[src/verilog/decode_pkg.sv]
// Decode stage types: data word, register index, opcodes and the control and ID/EX bundles
package decode_pkg;

    typedef logic [15:0] word_t;     // Data word, 16 bits fixed by the ISA
    typedef logic [3:0]  reg_idx_t;  // Register file index
    typedef logic [2:0]  br_cond_t;  // Branch condition, instr[10:8]
    typedef logic [11:0] target_t;   // Call target, instr[11:0]
    typedef logic [2:0]  alu_op_t;   // ALU operation code
    typedef logic [1:0]  base_sel_t; // Source of the port 1 read index

    // Opcode field, instr[15:12]
    typedef enum logic [3:0] {
        OP_ADD  = 4'd0,
        OP_SUB  = 4'd1,
        OP_AND  = 4'd2,
        OP_OR   = 4'd3,
        OP_ADDI = 4'd4,  // 4-bit imm in [3:0]
        OP_LW   = 4'd8,  // Reg in [11:8], 8-bit imm in [7:0]
        OP_SW   = 4'd9,
        OP_BR   = 4'd12, // Condition in [10:8]
        OP_CALL = 4'd13, // Target in [11:0]
        OP_RET  = 4'd14,
        OP_NOP  = 4'd15
    } opcode_t;

    localparam alu_op_t ALU_ADD = 3'd0;
    localparam alu_op_t ALU_SUB = 3'd1;
    localparam alu_op_t ALU_AND = 3'd2;
    localparam alu_op_t ALU_OR  = 3'd3;

    localparam base_sel_t BASE_RS = 2'd0; // rs field, instr[7:4]
    localparam base_sel_t BASE_DS = 2'd1; // Data segment register
    localparam base_sel_t BASE_SP = 2'd2; // Stack pointer

    localparam logic IMM_ARITH = 1'b0;    // Extend instr[3:0]
    localparam logic IMM_LS    = 1'b1;    // Extend instr[7:0]

    localparam reg_idx_t SP_IDX = 4'd15;
    localparam reg_idx_t DS_IDX = 4'd14;

    // Control bundle carried down the pipe
    typedef struct packed {
        logic    mem_to_reg; // LW result goes to the register file
        logic    reg_to_mem; // SW
        logic    alu_src;    // Immediate on ALU operand B
        alu_op_t alu_op;
        logic    branch;
        logic    call;
        logic    ret;
        logic    reg_write;
    } ctrl_t;

    // Everything execute needs from decode
    typedef struct packed {
        ctrl_t    ctrl;
        word_t    read_data_1;
        word_t    read_data_2;
        word_t    sign_ext;
        reg_idx_t dest;        // instr[11:8]
        br_cond_t branch_cond; // Pass-through
        target_t  call_target; // Pass-through
        word_t    pc;          // Pass-through
    } id_ex_t;

endpackage

[src/verilog/reg_file.sv]
// Register file, two combinational read ports with write-first bypass, r15 resets to all ones
`timescale 1ns/1ps

module reg_file
    import decode_pkg::*;
#(
    parameter int REG_COUNT = 16
) (
    input  logic     clk,
    input  logic     rst,
    input  reg_idx_t rd_idx_1,   // Port 1 index, rs or base register
    input  reg_idx_t rd_idx_2,   // Port 2 index, rt
    input  logic     wb_en,      // Writeback strobe from later stages
    input  reg_idx_t wb_idx,
    input  word_t    wb_data,
    output word_t    read_data_1,
    output word_t    read_data_2
);

    word_t regs [REG_COUNT];     // Register array

    logic  bypass_1;             // Writeback hits port 1 this cycle
    logic  bypass_2;

    // Write commits on the edge
    // Reset loads zero except the stack pointer
    always_ff @(posedge clk) begin
        if (rst) begin
            for (int i = 0; i < REG_COUNT; i++) begin
                if (i == int'(SP_IDX))
                    regs[i] <= '1;   // Stack starts at top of memory
                else
                    regs[i] <= '0;
            end
        end else if (wb_en) begin
            regs[wb_idx] <= wb_data;
        end
    end

    assign bypass_1 = wb_en && (wb_idx == rd_idx_1);
    assign bypass_2 = wb_en && (wb_idx == rd_idx_2);

    // Write-first, so decode sees the value committed at this edge
    always_comb begin
        if (bypass_1)
            read_data_1 = wb_data;
        else
            read_data_1 = regs[rd_idx_1];

        if (bypass_2)
            read_data_2 = wb_data;
        else
            read_data_2 = regs[rd_idx_2];
    end

endmodule

[src/verilog/control_decoder.sv]
// Opcode decoder producing the control bundle, register-use flags and operand selects
`timescale 1ns/1ps

module control_decoder
    import decode_pkg::*;
(
    input  opcode_t   opcode,
    output ctrl_t     ctrl,
    output logic      uses_rs,     // Port 1 index is a real source
    output logic      uses_rt,     // Port 2 index is a real source
    output logic      rt_from_ls,  // Port 2 from instr[11:8] (SW data)
    output base_sel_t base_sel,
    output logic      imm_sel
);

    always_comb begin
        // Defaults give NOP, also for undefined codes
        ctrl       = '0;
        uses_rs    = 1'b0;
        uses_rt    = 1'b0;
        rt_from_ls = 1'b0;
        base_sel   = BASE_RS;
        imm_sel    = IMM_ARITH;

        case (opcode)
            OP_ADD: begin
                ctrl.reg_write = 1'b1;
                ctrl.alu_op    = ALU_ADD;
                uses_rs        = 1'b1;
                uses_rt        = 1'b1;
            end
            OP_SUB: begin
                ctrl.reg_write = 1'b1;
                ctrl.alu_op    = ALU_SUB;
                uses_rs        = 1'b1;
                uses_rt        = 1'b1;
            end
            OP_AND: begin
                ctrl.reg_write = 1'b1;
                ctrl.alu_op    = ALU_AND;
                uses_rs        = 1'b1;
                uses_rt        = 1'b1;
            end
            OP_OR: begin
                ctrl.reg_write = 1'b1;
                ctrl.alu_op    = ALU_OR;
                uses_rs        = 1'b1;
                uses_rt        = 1'b1;
            end
            OP_ADDI: begin
                ctrl.reg_write = 1'b1;
                ctrl.alu_op    = ALU_ADD;
                ctrl.alu_src   = 1'b1;   // 4-bit imm on operand B
                uses_rs        = 1'b1;
            end
            OP_LW: begin
                ctrl.mem_to_reg = 1'b1;
                ctrl.reg_write  = 1'b1;
                ctrl.alu_src    = 1'b1;  // DS + offset
                ctrl.alu_op     = ALU_ADD;
                base_sel        = BASE_DS;
                uses_rs         = 1'b1;  // Base reg is read on port 1
                imm_sel         = IMM_LS;
            end
            OP_SW: begin
                ctrl.reg_to_mem = 1'b1;
                ctrl.alu_src    = 1'b1;
                ctrl.alu_op     = ALU_ADD;
                base_sel        = BASE_DS;
                uses_rs         = 1'b1;
                uses_rt         = 1'b1;
                rt_from_ls      = 1'b1;  // Store data from [11:8]
                imm_sel         = IMM_LS;
            end
            OP_BR: ctrl.branch = 1'b1;   // Condition passes through
            OP_CALL: begin
                ctrl.call = 1'b1;
                base_sel  = BASE_SP;     // Return address pushed via SP
                uses_rs   = 1'b1;
            end
            OP_RET: begin
                ctrl.ret = 1'b1;
                base_sel = BASE_SP;
                uses_rs  = 1'b1;
            end
            default: ;                   // NOP and unused codes
        endcase
    end

endmodule

[src/verilog/operand_select.sv]
// Operand selector picking register read indices, destination and the sign-extended immediate
`timescale 1ns/1ps

module operand_select
    import decode_pkg::*;
(
    input  word_t     instr,
    input  base_sel_t base_sel,    // rs, DS or SP on port 1
    input  logic      rt_from_ls,
    input  logic      imm_sel,
    output reg_idx_t  rd_idx_1,
    output reg_idx_t  rd_idx_2,
    output word_t     sign_ext,
    output reg_idx_t  dest
);

    reg_idx_t    rs_field;        // instr[7:4]
    reg_idx_t    rt_field;        // instr[3:0]
    reg_idx_t    ls_reg_field;    // instr[11:8]
    logic [3:0]  arith_imm;
    logic [7:0]  ls_imm;

    // Instruction fields
    assign rs_field     = instr[7:4];
    assign rt_field     = instr[3:0];
    assign ls_reg_field = instr[11:8];
    assign arith_imm    = instr[3:0];
    assign ls_imm       = instr[7:0];

    // Port 1 source
    always_comb begin
        case (base_sel)
            BASE_DS: rd_idx_1 = DS_IDX;
            BASE_SP: rd_idx_1 = SP_IDX;
            default: rd_idx_1 = rs_field;
        endcase
    end

    // Port 2 takes the store data register for SW
    always_comb begin
        if (rt_from_ls)
            rd_idx_2 = ls_reg_field;
        else
            rd_idx_2 = rt_field;
    end

    // Sign extension of the selected immediate
    always_comb begin
        if (imm_sel == IMM_LS)
            sign_ext = {{8{ls_imm[7]}}, ls_imm};
        else
            sign_ext = {{12{arith_imm[3]}}, arith_imm};
    end

    // Destination always sits in [11:8]
    assign dest = ls_reg_field;

endmodule

[src/verilog/hazard_detect.sv]
// Hazard detector raising stall when a used source matches a valid in-flight destination
`timescale 1ns/1ps

module hazard_detect
    import decode_pkg::*;
(
    input  logic     instr_valid,      // Stall only means something on a strobe
    input  reg_idx_t rd_idx_1,
    input  reg_idx_t rd_idx_2,
    input  logic     uses_rs,
    input  logic     uses_rt,
    input  reg_idx_t id_ex_rd,
    input  logic     id_ex_rd_valid,
    input  reg_idx_t ex_mem_rd,
    input  logic     ex_mem_rd_valid,
    input  reg_idx_t mem_wb_rd,
    input  logic     mem_wb_rd_valid,
    output logic     stall
);

    logic rs_hit;   // Port 1 source still being produced
    logic rt_hit;

    assign rs_hit = uses_rs &&
                    ((id_ex_rd_valid  && (rd_idx_1 == id_ex_rd))  ||
                     (ex_mem_rd_valid && (rd_idx_1 == ex_mem_rd)) ||
                     (mem_wb_rd_valid && (rd_idx_1 == mem_wb_rd)));

    assign rt_hit = uses_rt &&
                    ((id_ex_rd_valid  && (rd_idx_2 == id_ex_rd))  ||
                     (ex_mem_rd_valid && (rd_idx_2 == ex_mem_rd)) ||
                     (mem_wb_rd_valid && (rd_idx_2 == mem_wb_rd)));

    // No forwarding, so any match holds the instruction in decode
    assign stall = instr_valid && (rs_hit || rt_hit);

endmodule

[src/verilog/id_ex_reg.sv]
// ID/EX pipeline register capturing the decoded bundle, or a bubble on stall or idle
`timescale 1ns/1ps

module id_ex_reg
    import decode_pkg::*;
(
    input  logic     clk,
    input  logic     rst,
    input  logic     instr_valid,
    input  logic     stall,
    input  ctrl_t    ctrl,
    input  word_t    read_data_1,
    input  word_t    read_data_2,
    input  word_t    sign_ext,
    input  reg_idx_t dest,
    input  word_t    instr,      // Source of the pass-through fields
    input  word_t    pc,
    output logic     ex_valid,
    output id_ex_t   ex_bundle
);

    logic     take;              // Non-stalled strobe
    ctrl_t    ctrl_q;
    word_t    rd1_q;
    word_t    rd2_q;
    word_t    sext_q;
    reg_idx_t dest_q;
    br_cond_t cond_q;
    target_t  target_q;
    word_t    pc_q;

    assign take = instr_valid && !stall;

    // Control state, bubble is a zero ctrl
    always_ff @(posedge clk) begin
        if (rst) begin
            ex_valid <= 1'b0;
            ctrl_q   <= '0;
        end else begin
            ex_valid <= take;
            ctrl_q   <= take ? ctrl : '0;
        end
    end

    // Payload only moves with a valid instruction
    always_ff @(posedge clk) begin
        if (take) begin
            rd1_q    <= read_data_1;
            rd2_q    <= read_data_2;
            sext_q   <= sign_ext;
            dest_q   <= dest;
            cond_q   <= instr[10:8];
            target_q <= instr[11:0];
            pc_q     <= pc;
        end
    end

    always_comb begin
        ex_bundle.ctrl        = ctrl_q;
        ex_bundle.read_data_1 = rd1_q;
        ex_bundle.read_data_2 = rd2_q;
        ex_bundle.sign_ext    = sext_q;
        ex_bundle.dest        = dest_q;
        ex_bundle.branch_cond = cond_q;
        ex_bundle.call_target = target_q;
        ex_bundle.pc          = pc_q;
    end

endmodule

[src/verilog/decode_top.sv]
// Decode stage top, register file, control decode, operand select, hazard check and ID/EX register
`timescale 1ns/1ps

module decode_top
    import decode_pkg::*;
#(
    parameter int REG_COUNT = 16
) (
    input  logic     clk,
    input  logic     rst,
    input  logic     instr_valid,     // One-cycle strobe from fetch
    input  word_t    instr,
    input  word_t    pc,
    input  logic     wb_en,           // Writeback port
    input  reg_idx_t wb_idx,
    input  word_t    wb_data,
    input  reg_idx_t id_ex_rd,        // In-flight destinations
    input  logic     id_ex_rd_valid,
    input  reg_idx_t ex_mem_rd,
    input  logic     ex_mem_rd_valid,
    input  reg_idx_t mem_wb_rd,
    input  logic     mem_wb_rd_valid,
    output logic     stall,           // Fetch repeats the instruction
    output logic     ex_valid,
    output id_ex_t   ex_bundle
);

    opcode_t   opcode;
    ctrl_t     ctrl;
    logic      uses_rs;
    logic      uses_rt;
    logic      rt_from_ls;
    base_sel_t base_sel;
    logic      imm_sel;
    reg_idx_t  rd_idx_1;
    reg_idx_t  rd_idx_2;
    reg_idx_t  dest;
    word_t     sign_ext;
    word_t     read_data_1;
    word_t     read_data_2;

    assign opcode = opcode_t'(instr[15:12]); // Unlisted codes fall to default

    control_decoder control_decoder_inst (
        .opcode     (opcode),
        .ctrl       (ctrl),
        .uses_rs    (uses_rs),
        .uses_rt    (uses_rt),
        .rt_from_ls (rt_from_ls),
        .base_sel   (base_sel),
        .imm_sel    (imm_sel)
    );

    operand_select operand_select_inst (
        .instr      (instr),
        .base_sel   (base_sel),
        .rt_from_ls (rt_from_ls),
        .imm_sel    (imm_sel),
        .rd_idx_1   (rd_idx_1),
        .rd_idx_2   (rd_idx_2),
        .sign_ext   (sign_ext),
        .dest       (dest)
    );

    // Register file sits beside the operand selector it is steered by
    reg_file #(
        .REG_COUNT (REG_COUNT)
    ) reg_file_inst (
        .clk         (clk),
        .rst         (rst),
        .rd_idx_1    (rd_idx_1),
        .rd_idx_2    (rd_idx_2),
        .wb_en       (wb_en),
        .wb_idx      (wb_idx),
        .wb_data     (wb_data),
        .read_data_1 (read_data_1),
        .read_data_2 (read_data_2)
    );

    hazard_detect hazard_detect_inst (
        .instr_valid     (instr_valid),
        .rd_idx_1        (rd_idx_1),
        .rd_idx_2        (rd_idx_2),
        .uses_rs         (uses_rs),
        .uses_rt         (uses_rt),
        .id_ex_rd        (id_ex_rd),
        .id_ex_rd_valid  (id_ex_rd_valid),
        .ex_mem_rd       (ex_mem_rd),
        .ex_mem_rd_valid (ex_mem_rd_valid),
        .mem_wb_rd       (mem_wb_rd),
        .mem_wb_rd_valid (mem_wb_rd_valid),
        .stall           (stall)
    );

    id_ex_reg id_ex_reg_inst (
        .clk         (clk),
        .rst         (rst),
        .instr_valid (instr_valid),
        .stall       (stall),
        .ctrl        (ctrl),
        .read_data_1 (read_data_1),
        .read_data_2 (read_data_2),
        .sign_ext    (sign_ext),
        .dest        (dest),
        .instr       (instr),
        .pc          (pc),
        .ex_valid    (ex_valid),
        .ex_bundle   (ex_bundle)
    );

endmodule

[config.mk]
export PLATFORM = sky130hd
export DESIGN_NAME = decode_top
export DESIGN_NICKNAME = d
export VERILOG_FILES = /design/src/verilog/decode_pkg.sv /design/src/verilog/reg_file.sv /design/src/verilog/control_decoder.sv /design/src/verilog/operand_select.sv /design/src/verilog/hazard_detect.sv /design/src/verilog/id_ex_reg.sv /design/src/verilog/decode_top.sv
export SDC_FILE = /design/constraint.sdc
export NUM_CORES = 1
export LEC_CHECK = 0
export BUFFER_PORTS_ARGS = -buffer_cell sky130_fd_sc_hd__buf_2
export CAP_MARGIN = 20
export CORE_ASPECT_RATIO = 1.2
export CORE_MARGIN = 2
export CORE_UTILIZATION = 40
export CTS_BUF_LIST = sky130_fd_sc_hd__clkbuf_16
export DETAILED_ROUTE_END_ITERATION = 8
export HOLD_SLACK_MARGIN = 0.02
export SLEW_MARGIN = 15
export SYNTH_ARGS = -nofsm -noshare
export SYNTH_HDL_FRONTEND = slang
export SYNTH_HIERARCHICAL = 1
export SYNTH_SLANG_ARGS = --single-unit
[constraint.sdc]
create_clock -name clk -period 9.92 [get_ports clk]
set_input_delay 0 -clock clk [delete_from_list [all_inputs] [get_ports clk]]
set_output_delay 0 -clock clk [all_outputs]
set_load 0.01 [all_outputs]
# After elaboration in Yosys (flattened, before gate mapping)
# Memories as Yosys holds them, arrays and structs flattened.
# Cells that the tools add are included.
# op_classes
eq_ne	19
muxes	25
bitwise	1
n_reduce_logical	27
# ops
operator	count
16-bit 2-to-1 mux	4
4-bit == test	8
4-bit == test (second input constant)	5
1-bit 2-to-1 mux	16
16-bit OR reduction	1
1-bit logical AND	12
9-bit OR reduction	1
4-bit by 2-bit == test with 1-bit output (second input constant)	2
4-bit 2-to-1 mux	2
4-bit case mux with 2 select lines	1
2-bit case mux with 3 select lines	1
2-bit OR reduction	3
6-bit OR reduction	1
1-bit logical OR	5
5-bit OR reduction	1
4-bit by 1-bit == test with 1-bit output (second input constant)	1
4-bit by 3-bit == test with 1-bit output (second input constant)	1
4-bit zero test	1
2-bit case mux with 2 select lines	1
3-bit OR reduction	1
2-bit by 1-bit == test with 1-bit output (second input constant)	1
2-bit == test (second input constant)	1
1-bit zero test	1
1-bit NOT	1
# word_totals
regBits	94
ram_bits	256
input_bits	71
output_inout_bits	95
word_cells	89
memories	1
# mem_list
memory	depth	word_bits	rd	rd_ports_with_merged_regs	write_ports	line_no	source
reg_file_inst.regs	16	16	2	0	16	reg_file.sv:20	word_t regs [REG_COUNT];

# Longest topological paths before layout
# Gate-level depths: netlist of run 1.
# depth
ltp_word	16
ltp_mapped	13
depth_no_buf	11

# Cells and area by module
# The synthesis of run 1 kept the hierarchy.
# by_module_without_submodules
module	n_inst	cells_each	area_per_inst_um2	seq_area_each_um2
reg_file	1	899	14262.4	7687.4
id_ex_reg	1	109	2785.2	2622.5
hazard_detect	1	39	292.8	0.0
operand_select	1	30	260.2	0.0
control_decoder	1	30	192.7	0.0

# Least setup slack after synthesis of run 1
# OpenSTA, ideal clock, no wires.
# synth_path
path_type	input to register
start	in instr[14]
end	reg id_ex_reg_inst.cond_q[0], enable pin
setup_ns	0.528
t_arrival_ns	5.551
required_time_ns	9.392
setup_slack_ns	3.841
stages	12
n_path_buf	2
cell_sequence	buf_4 > or2b_1 > nor2_1 > inv_1 > ha_1 > mux2_4 > xor2_1 > nor4_1 > o31ai_1 > a21boi_1 > buf_6 > nor2b_1
# synth_between
elab_chain_len	14
word_cells_on_any_way	43
cone_classes	16 x eq/ne; 6 x mux; 21 x reduce/logical
# synth_rtl
element	line_no	source
from (decl)	decode_top.sv:12	input word_t instr,
4-bit == test	control_decoder.sv:25	case (opcode)
2-bit OR reduction (no source line)	n/a	
2-bit case mux with 2 select lines (*)	control_decoder.sv:25	
named net base_sel[0]	decode_top.sv:33	base_sel_t base_sel;
2-bit == test / 2-bit by 1-bit == test with 1-bit output (equally long branches)	operand_select.sv:32	case (base_sel)
4-bit case mux with 2 select lines (*)	operand_select.sv:32	
named net rd_idx_1[0]	decode_top.sv:35	reg_idx_t rd_idx_1;
4-bit == test, on equally long branches	hazard_detect.sv:25, hazard_detect.sv:26	
(+2 left out)	n/a	
1-bit logical OR (*)	hazard_detect.sv:26	(ex_mem_rd_valid && (rd_idx_1 == ex_mem_rd)) ||
1-bit logical AND (*)	hazard_detect.sv:24	assign rs_hit = uses_rs &&
1-bit logical OR (*)	hazard_detect.sv:35	assign stall = instr_valid && (rs_hit || rt_hit);
1-bit logical AND (*)	hazard_detect.sv:35	
named net stall	decode_top.sv:23	output logic stall,
1-bit zero test (*)	id_ex_reg.sv:32	assign take = instr_valid && !stall;
1-bit logical AND (*)	id_ex_reg.sv:32	
named net id_ex_reg_inst.take	id_ex_reg.sv:22	logic take;
to (signal assigned)	id_ex_reg.sv:52	cond_q <= instr[10:8];
to (decl)	id_ex_reg.sv:28	br_cond_t cond_q;
# The timed path passes the listed nets; every way through them passes the cells marked *.
# A chain may end at the register's enable or synchronous reset.

# Final worst setup path of run 1
# layout_path
start	in instr[15]
end	reg id_ex_reg_inst.pc_q[5], enable pin
# layout_between
elab_chain_len	14
word_cells_on_any_way	43
cone_classes	16 x eq/ne; 6 x mux; 21 x reduce/logical
# layout_rtl
element	line_no	source
4-bit == test	control_decoder.sv:25	
2-bit OR reduction (no source line)	n/a	
2-bit case mux with 2 select lines (*)	control_decoder.sv:25	
named net base_sel[0]	decode_top.sv:33	
2-bit == test / 2-bit by 1-bit == test with 1-bit output (equally long branches)	operand_select.sv:32	
4-bit case mux with 2 select lines (*)	operand_select.sv:32	
named net rd_idx_1[3]	decode_top.sv:35	
4-bit == test, on equally long branches	hazard_detect.sv:25, hazard_detect.sv:26	
1-bit logical AND, on equally long branches	hazard_detect.sv:25, hazard_detect.sv:26	
1-bit logical OR	hazard_detect.sv:25	((id_ex_rd_valid && (rd_idx_1 == id_ex_rd)) ||
1-bit logical OR (*)	hazard_detect.sv:26	
1-bit logical AND (*)	hazard_detect.sv:24	
1-bit logical OR (*)	hazard_detect.sv:35	
1-bit logical AND (*)	hazard_detect.sv:35	
1-bit zero test (*)	id_ex_reg.sv:32	
1-bit logical AND (*)	id_ex_reg.sv:32	
named net id_ex_reg_inst.take	id_ex_reg.sv:22	
to (signal assigned)	id_ex_reg.sv:54	pc_q <= pc;
to (decl)	id_ex_reg.sv:30	word_t pc_q;
# Marked as above.

==> results.md, run 1 <==
- Synth area leader: edfxtp_1
- Post-synth top area share: 56.7%
- Main synth FF type: edfxtp_1
- Crit path max fanout: 68
- Power per cell area: 174 nW/um^2
- Die Ht: 235 um
- Starting density of the core: 40.6%
- Initial DRC Count: 695
- Distinct cell type count after synthesis: 45
- Register bit total from synthesis: 347
- DP Worst Slack: 5380 ps
- Max Clk Rate: 0.221 GHz
- Antenna-violating nets left: 0
- Final worst slack: 5390 ps
- Cell with the most instances after synthesis: edfxtp_1
- Fin crit share: 45.7%
- Buffers on Ports: 165
- GPL Wtd Cong: 0.812
- Postcts setup bufs: 0
- Max clock buf depth: 3
- Final setup vio count: 0
- Top post-synthesis cells by count: edfxtp_1, and2_1, mux4_2
- I/O Pins: 166
- Worst endpoint required time: 10070 ps
- Via count: 10200
- Synth async-reset ratio: 0%
- CTS root buf: clkbuf_16
- Final wirelength: 46.5 mm
- Leakage power: 7.58 nW
- Final hold viol count: 0
- Syn Nets: 1179
- Post-CTS sizing: 0
- EDFF count, synth: 336
- Die width: 197 um
- Worst Setup End Kind: register
- Synth area leaders: edfxtp_1, mux4_2, and2_1
- Setup TNS: 0 ps
- CP dominant cell by count: buf_4
- Seq/Total Area, Yosys: 57.9%
- Crit path depth: 15
- Core Rows: 84
- Fraction of layout cells with a size suffix above 1: 33.1%
- CP Launch Point: instr[15]
- Remaining DRCs: 0
- Clock skew: 16.4 ps
- Worst setup path endpoint: id_ex_reg_inst/pc_q[5]
- Clk slew on worst S/H paths: 60 ps
- Initial antenna violation count: 0
- Syn_area_per_cell: 16.1 sq um
- Htree depth: 2
- Clk Latency, worst-skew pair: 540 ps
- Slowest CP cell: buf_4
- Core footprint: 43800 sq um
- Crit path kind: in -> reg
- Number of global-route vias before repair: 10700
- Global Route Usage Sum: 20.1%
- TritonRoute pass-1 iters: 5
- Yosys warns: 6
- Measured slew at the worst slew-check pin: 1100 ps
- Pin count of the biggest net entering global routing: 69
- Max Slew Vio Count: 0
- Vias per inst: 5.45
- Num Clock Sinks: 347
- R2r endpoint: id_ex_reg_inst/rd1_q[8]
- Status: finished clean
- Bufs and invs on worst path: 6
- Final instance area: 20600 sq um
- Max-Cap Viols: 0
- Reg2Reg Depth: 4
- CP startpoint kind: input pin
- Crit-path cells: dlygate4sd3_1 > buf_2 > or2b_1 > nor2_1 > inv_1 > ha_1 > nand2b_4 > buf_4 > xor2_1 > nor4_1 > o31ai_1 > a21boi_1 > buf_4 > nor2b_4 > buf_4
- Inserted Clock Buffers: 38
- Routed WL per cell: 24.9 um
- Synthesis-to-finish area growth: 15.6%
- Slowest stage delay, CP: 750 ps
- Final global-route overflow total: 0
- Placed inst area: 18900 sq um
- R2r setup slk: 7940 ps
- CP delay by family, top: buffers and inverters
- Hpwl dp: 29.1 mm
- Final core utilization: 46.9%
- Hold Crit Class: in -> reg
- Fin crit period: 4530 ps
- VDD IR max: 0.0952 mV
- Layout Nets: 1355
- Global-route wire length before repair: 68.4 mm
- Cell Area, Synth: 17800 sq um
- RSZ-0062 raised after global routing: false
- Synth Instances: 1107
- Die area: 46200 sq um
- CTS tree: yes
- RR Startpoint: reg_file_inst/regs[15][8]
- Worst Path Arrival: 4690 ps
- Worst relative slew slack: 26.6%
[per-layer routing]
| layer | wire, um | GRT usage (%) | up-vias |
|---|---|---|---|
| li1 | - | - | 4565 |
| met1 | 19300 | 25.6 | 5281 |
| met2 | 23900 | 35.8 | 298 |
| met3 | 2380 | 2.94 | 57 |
| met4 | 956 | 5.37 | 0 |
| met5 | 0 | 0 | - |
[layout make-up]
cell class	count	area, sq um
fill	3756	23300
sequential	347	10300
multi-input combinational	651	6890
timing repair buffer	244	1540
clock buffer	39	976
tap	559	699
clock inverter	29	143
inverter	1	3.75
antenna	1	2.50
[cells by family (layout without fill, tap and decap cells)]
kind of cell               count (synthesis)  in the layout  synth area share, %
buffers and inverters                    109            313                 3.58
adders and majority gates                  1              1               0.0703
AOI/OAI and AO/OA                         11             11                0.422
other                                      1              2               0.0211
and+or+nand+nor                          341            341                 12.2
muxes                                    265            265                 24.2
DFF                                      347            347                 57.9
xor gates and xnor gates                  32             32                 1.58
[where the power goes]
part           internal [mW]  switching, mW  total, mW  leakage (nW)
Clock                  0.713          0.578       1.29         0.559
Sequential              1.72         0.0448       1.77          3.32
Combinational          0.241          0.277      0.518          3.70
[worst min path at each step]
stage / start / to / slack, ps / cells after the start
2_1_floorplan: instr[8] / id_ex_reg_inst/cond_q[0] / 100 / 0
3_3_place_gp: pc[13] / id_ex_reg_inst/pc_q[13] / 180 / 1
3_5_place_dp: pc[2] / id_ex_reg_inst/pc_q[2] / 180 / 1
4_1_cts: wb_data[8] / reg_file_inst/regs[10][8] / 40 / 2
5_1_grt: wb_data[8] / reg_file_inst/regs[1][8] / 50 / 2
6_report: wb_data[8] / reg_file_inst/regs[1][8] / 40 / 2
[flip-flops by register name (all words and copies together) (netlist names)]
| register | cells |
|---|---|
| id_ex_reg_inst/dest_q | 4 |
| id_ex_reg_inst/ex_bundle | 10 |
| reg_file_inst/regs | 256 |
| id_ex_reg_inst/sext_q | 16 |
| id_ex_reg_inst/cond_q | 2 |
| id_ex_reg_inst/ex_valid | 1 |
| id_ex_reg_inst/pc_q | 16 |
| id_ex_reg_inst/target_q | 10 |
| id_ex_reg_inst/rd1_q | 16 |
| id_ex_reg_inst/rd2_q | 16 |
[timing repair]
item | CTS | global route
hold buffers | 50 | 0
setup endpoints to repair | 0 | 0
hold endpoints to repair | 259 | 0
[cell usage in the layout, fill, tap and decap left out, types with 3 or more instances in the layout]
master         instances
dfxtp_1               11
edfxtp_1             336
inv_1                  5
mux4_2               128
nor4bb_1               8
clkinv_2               6
nor2_1                13
mux2_1                 5
clkinv_1              13
or2_1                  5
and2_1               241
mux2_2                33
or2_2                 10
xnor2_1                8
dlygate4sd3_1         50
nor3b_1                4
nand2b_1               6
xor2_1                24
clkinvlp_4             3
mux2_4                 3
nand2_1               11
clkbuf_16             39
nor3_2                 4
or3_1                 16
buf_4                 29
buf_2                165
o31ai_1                3
nor4_1                 6
mux2i_1               96
[per-stage QoR]
step	power, mW	std cells	hold slack, ps
global placement	2.30	1752	178
global route	3.71	1870	50.6
detailed placement	2.31	1752	179
CTS	3.61	1870	38.2
finish	3.58	1871	42.0
floorplan	2.13	1107	98.9
Note: power is estimated with default switching activity, not from simulation.
==> run 2: changes to the inputs <==
- clock period: 9.92 -> 3.89 ns (I/O delays scaled with it)
==> run 2 against run 1 <==
Against the previous run: clock power rose to 2.7 times the previous value; critical endpoint is now id_ex_reg_inst/rd1_q[5]; count of clock-buffer cells in the layout unchanged; largest power group unchanged; critical path type unchanged; sequential power rose to 2.5 times the previous value; utilization increased by 0.63 points; cell count is 0.80% higher; total power increased to 2.6 times the previous value.
==> results.md, run 2 (synthesized netlist as in run 1, its figures left out) <==
- Hold-critical path depth: 2
- Global-route wire length before repair: 71.6 mm
- Initial DRC Count: 719
- Final hold viol count: 0
- Global Route Usage Sum: 21.4%
- R2r endpoint: id_ex_reg_inst/rd1_q[6]
- Number of global-route vias before repair: 11000
- Htree depth: 2
- Worst endpoint required time: 4180 ps
- Initial antenna violation count: 0
- Biggest register: reg_file_inst/regs
- Buffers on Ports: 165
- CP Launch Point: instr[15]
- Area taken by multi-input logic gates: 6890 sq um
- Reg2Reg Depth: 4
- Hpwl dp: 30.5 mm
- Max-Cap Viols: 0
- Commonest non-fill, non-tap cell in the layout: edfxtp_1
- Die Ht: 235 um
- CP startpoint kind: input pin
- Max Clk Rate: 0.280 GHz
- Via count: 10400
- VDD IR max: 0.271 mV
- Final global-route overflow total: 0
- Reg area: 10300 sq um
- Final setup vio count: 0
- Crit path max fanout: 22
- Setup TNS: 0 ps
- RR Startpoint: reg_file_inst/regs[15][6]
- Leakage power: 7.74 nW
- Status: finished clean
- Clock skew: 16.7 ps
- Crit path kind: in -> reg
- Pin count of the biggest net entering global routing: 50
- Final wirelength: 49.5 mm
- TritonRoute pass-1 iters: 5
- Max Slew Vio Count: 0
- Worst setup path endpoint: id_ex_reg_inst/rd1_q[5]
- Fin crit period: 3570 ps
- Measured slew at the worst slew-check pin: 1020 ps
- Max reg flops: 256
- Routed WL per cell: 26.2 um
- Core footprint: 43800 sq um
- Post-CTS sizing: 0
- Antenna-violating nets left: 0
- CTS root buf: clkbuf_16
- Core Rows: 84
- Max clock buf depth: 3
- R2r setup slk: 1880 ps
- Fill count: 3758
- Clk Latency, worst-skew pair: 540 ps
- Most frequent cells in the layout: edfxtp_1, and2_1, buf_2, mux4_2, mux2i_1
- Starting density of the core: 40.6%
- Die area: 46200 sq um
- Fraction of layout cells with a size suffix above 1: 34.3%
- Hold Crit Class: in -> reg
- Worst hold margin: 41.6 ps
- N_diodes: 0
- Fin crit share: 91.8%
- CTS tree: yes
- Synthesis-to-finish area growth: 17.1%
- Layout Nets: 1373
- Vias per inst: 5.54
- Remaining DRCs: 0
- Inserted Clock Buffers: 38
- I/O Pins: 166
- Worst Setup End Kind: register
- Power per cell area: 449 nW/um^2
- Die width: 197 um
- Clk slew on worst S/H paths: 60 ps
- GPL Wtd Cong: 0.827
- Worst Path Arrival: 3870 ps
- Num Clock Sinks: 347
- RSZ-0062 raised after global routing: false
- Worst relative slew slack: 32.0%
==> run 2: changes by cell type in the layout (fill, tap and decap cells not counted) <==
cell	change
buf_4	+13
clkinv_1	-9
buf_12	+3
bufinv_16	+3
clkinv_2	+3
buf_16	+2
inv_1	+2
nor2_1	+2
nor2_2	-2
clkinv_4	-1
diode_2	-1
==> run 2: per-layer routing <==
layer  global-route usage, %  up-vias  routed length, um
li1                        -     4592                  -
met4                    6.24        0               1220
met3                    3.49       72               2890
met2                    38.4      403              25700
met1                    26.5     5380              19700
met5                       0        -                  0
==> run 2: stage by stage <==
step | area [sq um] | setup WS [ps] | power [mW] | instances | util, %
6_report | 20800 | 320 | 9.36 | 1886 | 47.6
5_1_grt | 20800 | 67.9 | 9.69 | 1886 | 47.6
4_1_cts | 20800 | 294 | 9.45 | 1885 | 47.5
3_5_place_dp | 19100 | 246 | 5.91 | 1769 | 43.6
3_3_place_gp | 19100 | 325 | 5.89 | 1768 | 43.6
2_1_floorplan | 17800 | 267 | 5.43 | 1107 | -
==> run 2: timing repair <==
action | CTS | global route
hold endpoints to repair | 270 | 0
hold buffers | 50 | 0
buffers inserted | 0 | 0
endpoints found under the setup margin | 0 | 0
==> run 2: worst min path at each step <==
stage                      from                    endpoint  slack [ps]
floorplan              instr[8]    id_ex_reg_inst/cond_q[0]         100
global placement          pc[6]      id_ex_reg_inst/pc_q[6]         180
detailed placement        pc[8]      id_ex_reg_inst/pc_q[8]         180
CTS                 wb_data[15]   reg_file_inst/regs[4][15]          30
global route        wb_data[15]  reg_file_inst/regs[13][15]          50
finish              wb_data[15]   reg_file_inst/regs[4][15]          40
==> run 2: final cells by class <==
type                       instances  area share [%]
sequential                       347            49.5
multi-input combinational        651            33.0
timing repair buffer             262            8.43
clock buffer                      39            4.68
tap                              559            3.36
clock inverter                    27            1.02
inverter                           1          0.0180
==> run 2: critical path, stage by stage <==
cell and delay (ps):
dlygate4sd3_1 520, buf_2 190, or2b_1 310, nor2_1 110, inv_1 50, ha_1 380
mux2_4 300, buf_4 430, buf_4 440, mux4_2 550, mux2i_1 200, mux2i_1 100
mux2_2 260
==> run 2: power breakdown <==
group	leakage, nW	switching, mW	internal, mW
clock	0.606	1.48	2.02
combinational	3.82	0.718	0.638
sequential	3.32	0.113	4.40
==> run 3: changes to the inputs <==
- clock period: 3.89 -> 2.97 ns (I/O delays scaled with it)
==> run 3 against run 2 <==
Against the previous run: total power grew 33%; worst setup slack gained 130 ps; register-to-register slack lost 860 ps; cell count grew 1.6%; hold slack is essentially flat; sequential share of layout area shrank 1.0 points; count of clock-buffer cells in the layout shrank 2; cell area grew 2.1%; die area is the same; critical path type is now in -> out; largest cell class unchanged.
==> results.md, run 3 (synthesized netlist as in run 1, its figures left out) <==
- Setup TNS: 0 ps
- Final hold viol count: 0
- Final setup vio count: 0
- Crit path kind: in -> out
- Commonest non-fill, non-tap cell in the layout: edfxtp_1
- CTS tree: yes
- Max clock buf depth: 3
- Max Clk Rate: 0.397 GHz
- Post-CTS sizing: 0
- Worst endpoint required time: 2970 ps
- Internal power: 9.46 mW
- Leakage power: 7.95 nW
- Met2 Track Usage GR: 36.6%
- Final wirelength: 47.8 mm
- CP startpoint kind: input pin
- VDD IR max: 0.254 mV
- GPL Wtd Cong: 0.773
- Antenna-violating nets left: 0
- Comb pwr share: 14.9%
- CTS Hold Bufs: 50
- Postcts setup bufs: 0
- Global-route wire length before repair: 69.6 mm
- RR Startpoint: reg_file_inst/regs[13][3]
- Placed inst area: 19600 sq um
- Worst relative slew slack: 58.6%
- Psw: 2.99 mW
- Worst hold margin: 42.0 ps
- Crit path max fanout: 12
- Routed WL per cell: 25.0 um
- Clock skew: 16.9 ps
- Power per cell area: 585 nW/um^2
- Most used routing layer: met2
- CTS root buf: clkbuf_16
- Die width: 197 um
- Measured slew at the worst slew-check pin: 621 ps
- Hold-critical path depth: 5
- Num Clock Sinks: 347
- Post-layout power: 12.4 mW
- RSZ-0062 raised after global routing: false
- Clk slew on worst S/H paths: 50 ps
- Met3 Resource Use GR: 3.10%
- Final worst slack: 449 ps
- TritonRoute pass-1 iters: 4
- Die Ht: 235 um
- Layout Nets: 1403
- Synthesis-to-finish area growth: 19.6%
- Initial DRC Count: 804
- Final instance area: 21300 sq um
- Clock power share: 37.6%
- Max-Cap Viols: 0
- HP Start: instr[14]
- Most frequent cells in the layout: edfxtp_1, and2_1, buf_2, mux4_2, mux2i_1
- Buffers on Ports: 165
- Max reg flops: 256
- Worst Setup End Kind: output port
- Core footprint: 43800 sq um
- Final global-route overflow total: 0
- R2r setup slk: 1020 ps
- Reg2Reg Depth: 4
- Number of global-route vias before repair: 11000
- Die area: 46200 sq um
- Clk Latency, worst-skew pair: 540 ps
- Sequential power share: 47.5%
- Fin crit period: 2520 ps
- Core Rows: 84
- Starting density of the core: 40.6%
- Net Sw Frac: 24.0%
- Fin crit share: 84.9%
- I/O Pins: 166
- Hold Crit Class: in -> reg
- Max Slew Vio Count: 0
- Worst Hold End: id_ex_reg_inst/ex_bundle[90]
- GR Util met1: 25.5%
- Vias per inst: 5.52
- Worst Path Arrival: 2520 ps
- DP Worst Slack: 75.4 ps
- Fraction of layout cells with a size suffix above 1: 36.0%
- Initial antenna violation count: 1
- R2r endpoint: id_ex_reg_inst/rd1_q[3]
- Global Route Usage Sum: 20.6%
- Pin count of the biggest net entering global routing: 49
- Htree depth: 2
- Status: finished clean
- Inserted Clock Buffers: 36
- Remaining DRCs: 0
- Via count: 10600
- Hpwl dp: 31.3 mm
- Biggest register: reg_file_inst/regs
-- run 3: metrics by stage --
| stage | std cells | util, % |
|---|---|---|
| after floorplan | 1107 | - |
| after global placement | 1802 | 44.6 |
| after detailed placement | 1802 | 44.6 |
| after CTS | 1915 | 48.5 |
| after global routing | 1916 | 48.5 |
| final | 1916 | 48.5 |
-- run 3: critical path, cell delays in order --
cell      delay (ps)
buf_2            110
or2b_1           230
buf_4            150
nor2_1            80
buf_4            160
mux2_1           490
xor2_1           200
nor4_1           360
o31ai_1          140
a21boi_2         220
buf_4            210
buf_2            150
-- run 3: worst max path at each step --
stage                    from                  endpoint  slack (ps)  depth (start not counted)
floorplan           instr[14]  id_ex_reg_inst/cond_q[0]        -570                         12
global placement    instr[14]   id_ex_reg_inst/rd1_q[2]          90                         12
detailed placement  instr[14]   id_ex_reg_inst/rd1_q[2]          80                         12
CTS                 instr[14]                     stall         400                         13
global route        instr[14]                     stall         270                         13
finish              instr[14]                     stall         450                         12
-- run 3: power groups by stage --
| stage | combinational (mW) | clock, mW | sequential [mW] |
|---|---|---|---|
| 2_1_floorplan | 1.09 | 0 | 6.03 |
| 3_3_place_gp | 1.80 | 0 | 6.00 |
| 3_5_place_dp | 1.81 | 0 | 6.02 |
| 4_1_cts | 1.86 | 4.78 | 5.91 |
| 5_1_grt | 1.97 | 4.94 | 5.94 |
| 6_report | 1.85 | 4.68 | 5.91 |
-- run 3: per-layer routing --
metal | vias to the layer above | part of all wire, % | wire length, um
li1 | 4657 | - | -
met1 | 5459 | 40 | 19000
met2 | 370 | 51 | 24600
met3 | 86 | 5.8 | 2750
met4 | 0 | 3.1 | 1490
met5 | - | 0 | 0
-- run 3: layout make-up --
cell class,count,area (sq um)
Tap cell,559,699
Sequential cell,347,10300
Inverter,1,3.75
Clock inverter,26,289
Fill cell,3680,22600
Antenna cell,1,2.50
Clock buffer,37,926
Timing Repair Buffer,294,2140
Multi-Input combinational cell,651,6900
